==> config.mk <==
export PLATFORM = sky130hd
export DESIGN_NAME = retry_top
export DESIGN_NICKNAME = d
export VERILOG_FILES = /design/src/hdl/retry_pkg.sv /design/src/hdl/retry_start.sv /design/src/hdl/checked_pipe.sv /design/src/hdl/retry_end.sv /design/src/hdl/retry_top.sv
export VERILOG_INCLUDE_DIRS = /design/src /design/src/include
export SDC_FILE = /design/constraint.sdc
export NUM_CORES = 1
export LEC_CHECK = 0
export ABC_CLOCK_PERIOD_IN_PS = 8400
export BUFFER_PORTS_ARGS = -buffer_cell sky130_fd_sc_hd__buf_2
export CAP_MARGIN = 20
export CORE_MARGIN = 2
export CORE_UTILIZATION = 55
export DETAILED_ROUTE_END_ITERATION = 8
export GPL_ROUTABILITY_DRIVEN = 0
export PLACE_DENSITY = 0.82
export REMOVE_ABC_BUFFERS = 1
export SLEW_MARGIN = 30
export SYNTH_ARGS = -nofsm -noshare
export SYNTH_HDL_FRONTEND = slang
export SYNTH_SLANG_ARGS = --single-unit
==> constraint.sdc <==
create_clock -name clk_i -period 8.4 [get_ports clk_i]
set_input_delay 1.68 -clock clk_i [delete_from_list [all_inputs] [get_ports clk_i]]
set_output_delay 1.68 -clock clk_i [all_outputs]
set_load 0.01 [all_outputs]
==> src/include/retry_cfg.svh <==
`ifndef RETRY_CFG_SVH
`define RETRY_CFG_SVH

//////////////////////////////
// Datapath widths
//////////////////////////////

// Width of both operands and of the computed result
`define RETRY_DATA_W 16

// Width of the user tag that travels with every request
`define RETRY_TAG_W 8

//////////////////////////////
// Pipeline and ID space
//////////////////////////////

// Register stages between retry_start and retry_end
`define RETRY_PIPE_DEPTH 3

// ID width is clog2 of the pipe depth plus one, so eight storage slots
`define RETRY_ID_W 3

`endif

==> src/hdl/retry_pkg.sv <==
`include "retry_cfg.svh"

package retry_pkg;

    //////////////////////////////
    // Opcodes
    //////////////////////////////

    // Arithmetic operations the checked pipe can apply
    typedef enum logic [1:0] {
        OP_ADD = 2'd0,
        OP_SUB = 2'd1,
        OP_XOR = 2'd2,
        OP_AND = 2'd3
    } op_e;

    // Sequence ID handed out by retry_start
    typedef logic [`RETRY_ID_W-1:0] id_t;

    //////////////////////////////
    // Link payloads
    //////////////////////////////

    // One arithmetic request, 42 bits
    typedef struct packed {
        op_e                     op;
        logic [`RETRY_DATA_W-1:0] a;
        logic [`RETRY_DATA_W-1:0] b;
        logic [`RETRY_TAG_W-1:0]  tag;
    } op_req_t;

    // Result as seen by the consumer, tag first so it can sort
    typedef struct packed {
        logic [`RETRY_TAG_W-1:0]  tag;
        logic [`RETRY_DATA_W-1:0] result;
    } op_res_t;

    // Replay request sent from retry_end back to retry_start
    typedef struct packed {
        logic valid;
        id_t  id;
    } retry_req_t;

endpackage

==> src/hdl/retry_start.sv <==
`include "retry_cfg.svh"

module retry_start import retry_pkg::*; (
    input  logic       clk_i,
    input  logic       rst_n_i,

    // Upstream requests
    input  op_req_t    req_i,
    input  logic       valid_i,
    output logic       ready_o,

    // Towards the checked pipe
    output op_req_t    req_o,
    output id_t        id_o,
    output logic       valid_o,
    input  logic       ready_i,

    // Replay requests from retry_end
    input  retry_req_t retry_i,
    output logic       retry_ready_o
);

    // One storage slot per ID value
    localparam int SLOTS = 2 ** `RETRY_ID_W;

    //////////////////////////////
    // Pending replay
    //////////////////////////////

    logic failed_valid_q;
    logic failed_valid_d;
    id_t  failed_id_q;
    logic retry_take;
    logic xfer;

    // A retry is taken when both sides of the retry link agree
    assign retry_take = retry_i.valid & retry_ready_o;

    // Any item leaving towards the pipe, replayed or new
    assign xfer = valid_o & ready_i;

    // An offered retry means the pipe tail moves on in this cycle, so the
    // pipe is ready as well and a pending replay leaves at the same edge
    assign retry_ready_o = ~failed_valid_q | retry_i.valid;

    // The replay stays pending until the pipe accepts it
    assign failed_valid_d = retry_take | (failed_valid_q & ~ready_i);

    always_ff @(posedge clk_i or negedge rst_n_i) begin
        if (!rst_n_i) begin
            failed_valid_q <= 1'b0;
            failed_id_q    <= '0;
        end else begin
            failed_valid_q <= failed_valid_d;
            if (retry_take) begin
                failed_id_q <= retry_i.id;
            end
        end
    end

    //////////////////////////////
    // ID counter
    //////////////////////////////

    id_t cnt_q;

    // Every transfer gets a fresh ID, replays included
    always_ff @(posedge clk_i or negedge rst_n_i) begin
        if (!rst_n_i) begin
            cnt_q <= '0;
        end else if (xfer) begin
            cnt_q <= cnt_q + 1'b1;
        end
    end

    assign id_o = cnt_q;

    //////////////////////////////
    // Request storage
    //////////////////////////////

    op_req_t mem_q [SLOTS];

    // Whatever is sent is kept under the ID it was sent with
    always_ff @(posedge clk_i) begin
        if (xfer) begin
            mem_q[cnt_q] <= req_o;
        end
    end

    // A pending replay wins over new input and keeps its data stable
    assign req_o = failed_valid_q ? mem_q[failed_id_q] : req_i;

    //////////////////////////////
    // Handshake
    //////////////////////////////

    assign valid_o = valid_i | failed_valid_q;
    assign ready_o = ready_i & ~failed_valid_q;

    // The ID space must cover the pipe, so a retried ID is never the slot being written
    // The stored copy would otherwise be lost before its replay
    assert property (@(posedge clk_i) disable iff (!rst_n_i)
        (retry_take && xfer) |-> (retry_i.id != cnt_q))
        else $error("retry_start: retried ID collides with the slot being written");

    // A new retry on top of a pending one only arrives while the pipe moves
    assert property (@(posedge clk_i) disable iff (!rst_n_i)
        (retry_take && failed_valid_q) |-> ready_i)
        else $error("retry_start: retry overwrote a pending replay");

endmodule

==> src/hdl/checked_pipe.sv <==
`include "retry_cfg.svh"

module checked_pipe import retry_pkg::*; (
    input  logic    clk_i,
    input  logic    rst_n_i,

    // Requests from retry_start
    input  op_req_t req_i,
    input  id_t     id_i,
    input  logic    valid_i,
    output logic    ready_o,

    // Transient upset on the primary copy
    input  logic    fault_i,

    // Both results towards retry_end
    output op_res_t res_o,
    output op_res_t shadow_o,
    output id_t     id_o,
    output logic    valid_o,
    input  logic    ready_i
);

    localparam int DEPTH = `RETRY_PIPE_DEPTH;

    // Contents of one stage, both copies and the ID together
    typedef struct packed {
        op_req_t pri;
        op_req_t shd;
        id_t     id;
    } stage_t;

    // Applies the opcode of one copy and keeps its tag
    function automatic op_res_t apply_op(op_req_t r);
        op_res_t res;
        res.tag = r.tag;
        unique case (r.op)
            OP_ADD:  res.result = r.a + r.b;
            OP_SUB:  res.result = r.a - r.b;
            OP_XOR:  res.result = r.a ^ r.b;
            OP_AND:  res.result = r.a & r.b;
            default: res.result = '0;
        endcase
        return res;
    endfunction

    //////////////////////////////
    // Stage input
    //////////////////////////////

    stage_t stg_in;

    // The upset only touches the primary copy, the shadow stays clean
    always_comb begin
        stg_in       = '{pri: req_i, shd: req_i, id: id_i};
        stg_in.pri.a = {req_i.a[`RETRY_DATA_W-1:1], req_i.a[0] ^ fault_i};
    end

    //////////////////////////////
    // Stage registers
    //////////////////////////////

    logic   [DEPTH-1:0] vld_q;
    stage_t [DEPTH-1:0] stg_q;

    // The whole pipe moves as one, or holds while downstream stalls
    always_ff @(posedge clk_i or negedge rst_n_i) begin
        if (!rst_n_i) begin
            vld_q <= '0;
        end else if (ready_i) begin
            vld_q <= {vld_q[DEPTH-2:0], valid_i};
        end
    end

    always_ff @(posedge clk_i) begin
        if (ready_i) begin
            stg_q[0] <= stg_in;
            for (int i = 1; i < DEPTH; i++) begin
                stg_q[i] <= stg_q[i-1];
            end
        end
    end

    // Both copies are evaluated on the last stage
    assign res_o    = apply_op(stg_q[DEPTH-1].pri);
    assign shadow_o = apply_op(stg_q[DEPTH-1].shd);
    assign id_o     = stg_q[DEPTH-1].id;
    assign valid_o  = vld_q[DEPTH-1];
    assign ready_o  = ready_i;

    // Occupied stages keep their contents across a stall
    for (genvar g = 0; g < DEPTH; g++) begin : gen_hold_chk
        assert property (@(posedge clk_i) disable iff (!rst_n_i)
            (vld_q[g] && !ready_i) |=> (vld_q[g] && $stable(stg_q[g])))
            else $error("checked_pipe: stage %0d changed while stalled", g);
    end

endmodule

==> src/hdl/retry_end.sv <==
`include "retry_cfg.svh"

module retry_end import retry_pkg::*; (
    // Results from the checked pipe
    input  op_res_t    res_i,
    input  op_res_t    shadow_i,
    input  id_t        id_i,
    input  logic       valid_i,
    output logic       ready_o,

    // Good results to the consumer
    output op_res_t    res_o,
    output logic       valid_o,
    input  logic       ready_i,

    // Replay path back to retry_start
    output retry_req_t retry_o,
    input  logic       retry_ready_i
);

    //////////////////////////////
    // Compare
    //////////////////////////////

    logic mismatch;
    logic faulty;

    // Primary and shadow must agree on tag and result
    assign mismatch = (res_i != shadow_i);

    // Only a real item can be faulty, an empty tail never asks for a replay
    assign faulty = valid_i & mismatch;

    //////////////////////////////
    // Steer
    //////////////////////////////

    // Faulty items go back by ID and never show up on res_o
    assign retry_o.valid = faulty;
    assign retry_o.id    = id_i;

    assign res_o   = res_i;
    assign valid_o = valid_i & ~mismatch;

    // The pipe tail is released by whichever side takes the item
    assign ready_o = faulty ? retry_ready_i : ready_i;

    // A result goes either downstream or back, never both
    always_comb begin
        assert (!(valid_o && retry_o.valid))
            else $error("retry_end: result both forwarded and retried");
    end

endmodule

==> src/hdl/retry_top.sv <==
`include "retry_cfg.svh"

module retry_top import retry_pkg::*; (
    input  logic    clk_i,
    input  logic    rst_n_i,

    // Upstream requests
    input  op_req_t req_i,
    input  logic    valid_i,
    output logic    ready_o,

    // Transient upset for the pipe input
    input  logic    fault_i,

    // Checked results, possibly out of order
    output op_res_t res_o,
    output logic    valid_o,
    input  logic    ready_i
);

    //////////////////////////////
    // Internal links
    //////////////////////////////

    // retry_start to checked_pipe
    op_req_t    s_req;
    id_t        s_id;
    logic       s_valid;
    logic       s_ready;

    // checked_pipe to retry_end
    op_res_t    p_res;
    op_res_t    p_shadow;
    id_t        p_id;
    logic       p_valid;
    logic       p_ready;

    // retry_end back to retry_start
    retry_req_t retry;
    logic       retry_ready;

    retry_start u_start (
        .clk_i         (clk_i),
        .rst_n_i       (rst_n_i),
        .req_i         (req_i),
        .valid_i       (valid_i),
        .ready_o       (ready_o),
        .req_o         (s_req),
        .id_o          (s_id),
        .valid_o       (s_valid),
        .ready_i       (s_ready),
        .retry_i       (retry),
        .retry_ready_o (retry_ready)
    );

    checked_pipe u_pipe (
        .clk_i    (clk_i),
        .rst_n_i  (rst_n_i),
        .req_i    (s_req),
        .id_i     (s_id),
        .valid_i  (s_valid),
        .ready_o  (s_ready),
        .fault_i  (fault_i),
        .res_o    (p_res),
        .shadow_o (p_shadow),
        .id_o     (p_id),
        .valid_o  (p_valid),
        .ready_i  (p_ready)
    );

    retry_end u_end (
        .res_i         (p_res),
        .shadow_i      (p_shadow),
        .id_i          (p_id),
        .valid_i       (p_valid),
        .ready_o       (p_ready),
        .res_o         (res_o),
        .valid_o       (valid_o),
        .ready_i       (ready_i),
        .retry_o       (retry),
        .retry_ready_i (retry_ready)
    );

endmodule

==> flow_metrics.py <==
metrics = {
    "floorplan": {
        "die_w_um": 193,
        "die_area_um2": 37300,
        "io_pins": 73,
        "die_h_um": 193,
        "core-area_um2": 35400,
        "core.rowCount": 69,
        "start_util": 0.556,
    },
    "layout": {
        "drive_gt1_frac": 0.236,
        "nets": 1199,
        "antenna_cells": 0,
        "syn_to_final_growth_pct": 11.6,
        "fillers": 2411,
        "regArea_um2": 14500,
        "multi_input_area_um2": 4910,
    },
    "synthesis": {
        "synth_area_um2": 19700,
        "async_reset_ff_frac": 0.0207,
        "muxShareOfSynthArea": 0.130,
        "synthCells": 1037,
        "synth_compound_area_frac": 0.0379,
        "synth_edf_count": 474,
        "synth-adder-area-share": 0.0243,
        "synth_top_family_by_area": "multiplexers",
        "yosys_most_used_dff": "edfxtp_1",
        "avgSynthCellArea_um2": 19.0,
        "synth-seq-cells": 484,
        "synth_xor_xnor_area_share": 0.0160,
        "synth_simple_gate_area_share": 0.0395,
        "ys_types": 62,
        "yosysWarnings": 0,
        "ys_seq_area_frac": 0.736,
    },
    "setup_path": {
        "required_ns": 6.72,
        "setup.worst_path.end_class": "output pin",
        "worstPathMaxFanout": 7,
        "cp.arrival_ns": 4.73,
        "start_kind": "flop",
        "critPathKind": "flop to output pin",
        "r2r_slack_ns": 2.72,
    },
    "sta": {
        "hold_viol": 0,
        "rsz0062_at_grt": "no",
        "slew_viol_final": 0,
        "relSlewSlack": 0.354,
        "fin_crit_ns": 6.41,
        "min_period_over_period": 0.763,
        "final-setup-viol-count": 0,
        "fmax_mhz": 156,
        "tightestPinTransition_ns": 0.969,
        "tns_ns": 0,
        "fin_skew_ns": 0.0128,
    },
    "global_routing": {
        "grt_pass1_vias": 9928,
        "grt_pass1_wl_um": 58200,
        "grtUsageTotal": 0.211,
        "grtUsageMet3": 0.0277,
        "use_met1": 0.290,
        "grt_util_met2": 0.359,
        "grt_max_degree": 90,
        "antenna_found_initial": 0,
        "busiest_layer": "met2",
        "grt_overflow": 0,
    },
    "routing": {
        "detailroute.via_count": 9762,
        "drc_errors": 0,
        "wl_per_cell_um": 23.8,
        "wl_um": 38400,
        "via_per_inst": 6.06,
        "first_iter_violations": 708,
        "final_antenna_net_count": 0,
        "dr.pass1.iters": 7,
    },
    "clock_tree": {
        "cts_hold_buf": 0,
        "cts_resized": 0,
        "path_clk_slew_ns": 0.06,
        "cts_root_buf": "clkbuf_16",
        "cts_tree": "built",
        "clock_sinks": 484,
        "postCtsSetupRepairBufs": 0,
        "cts_made_buffers": 45,
        "htreeDepth": 2,
        "clkLatencyLatePin_ns": 0.54,
        "clk_path_buf_depth": 3,
    },
    "placement": {
        "hpwl_um": 20900,
        "io_buffers": 72,
    },
    "run_status": {
        "status": "finished clean",
    },
    "job": {
        "max_cap_viol_count": 0,
    },
    "hold_path": {
        "hold_class": "flop to flop",
    },
}
[kinds of logic after synthesis]
| logic type | after synthesis |
|---|---|
| and+or+nand+nor | 142 |
| AOI/OAI and AO/OA | 118 |
| DFF | 484 |
| adders and majority gates | 37 |
| muxes | 149 |
| buffers and inverters | 71 |
| xor gates and xnor gates | 36 |
[worst max-delay path, cell delays in order, from the launching register on]
cell	delay, ns
edfxtp_1	0.50
inv_1	0.11
ha_1	0.17
nand2_1	0.08
or4_1	0.44
nor4_1	0.38
a21oi_1	0.15
xnor2_1	0.16
ha_1	0.37
a2111oi_2	0.42
nor4b_1	0.47
o2111a_1	0.40
or3_4	0.19
o21ai_2	0.11
nor2_1	0.11
buf_2	0.14
[cells in the final DEF (no fill, tap or decap), drive strengths merged, types with 6 or more instances in the layout]
cell type,netlist,layout
mux2i,57,57
nor4,10,10
mux4,84,84
o21ai,17,17
a21oi,66,66
nor2,63,63
edfxtp,474,474
buf,30,87
inv,15,19
nor3,6,6
clkbuf,26,53
ha,35,35
xor2,17,17
nand2,23,23
a21o,6,6
dfrtp,10,10
xnor2,19,19
clkinv,0,19
mux2,8,8
[routing by layer]
| metal | wire (µm) | part of all wire |
|---|---|---|
| met1 | 15900 | 0.41 |
| met2 | 19600 | 0.51 |
| met3 | 2000 | 0.052 |
| met4 | 928 | 0.024 |
| met5 | 0 | 0 |
[registers in the layout (all words and copies together), names as in the netlist]
signal and flops:
u_start.id_o 3, u_start.mem_q 336, u_pipe.stg_q 127, u_start.failed_id_q 3
u_pipe.id_o 3, u_pipe.vld_q 3, u_pipe.res_o 8, u_start.failed_valid_q 1
[stage by stage]
step	setup slack (ns)	hold slack [ns]	instances	utilization	instance area, µm²
detailed placement	2.56	0.405	1529	0.580	20500
floorplan	0.360	0.400	981	-	19400
finish	1.99	0.418	1611	0.621	22000
CTS	1.97	0.416	1611	0.621	22000
global placement	2.74	0.401	1529	0.580	20500
global route	1.64	0.425	1611	0.621	22000
[cell usage after synthesis (all sizes together) (3+ instances only)]
cell,n,area (µm²)
nand2,23,86.3
o21ai,17,88.8
nand4b,3,26.3
nand4bb,5,72.6
nor2,63,236
o31ai,3,22.5
nand2b,3,18.8
o41ai,3,26.3
nor2b,5,31.3
inv,15,56.3
nor4,10,62.6
a21o,6,45.0
or3,3,28.8
xor2,17,149
nand3,3,15.0
clkbuf,26,97.6
edfxtp,474,14200
a21oi,66,330
dfrtp,10,250
o21a,4,30.0
ha,35,438
mux4,84,1890
nor3,6,30.0
buf,30,178
xnor2,19,166
mux2,8,90.1
mux2i,57,571
nor4b,5,71.3
[final cells by class]
cell class / count / share of cell area
Tap cell: 461 / 0.0263
Sequential cell: 484 / 0.660
Inverter: 15 / 0.00279
Clock inverter: 29 / 0.0133
Timing Repair Buffer: 87 / 0.0215
Clock buffer: 53 / 0.0526
Multi-Input combinational cell: 482 / 0.224
[worst paths after layout]
check	to	startpoint	cells past startpoint
worst max-delay path	ready_o	u_pipe.stg_q[227]	15
worst min-delay path	u_pipe.stg_q[135]	u_pipe.stg_q[48]	0
worst max register to register	u_pipe.stg_q[39]	u_pipe.stg_q[227]	15
worst min register to register	u_pipe.stg_q[135]	u_pipe.stg_q[48]	0
max in group asynchronous	u_start.failed_id_q[1]	rst_n_i	1
min in group asynchronous	u_start.id_o[1]	rst_n_i	1
Power is not shown: default switching activity piles up to over one toggle a cycle in this logic, so the estimate is an artifact.
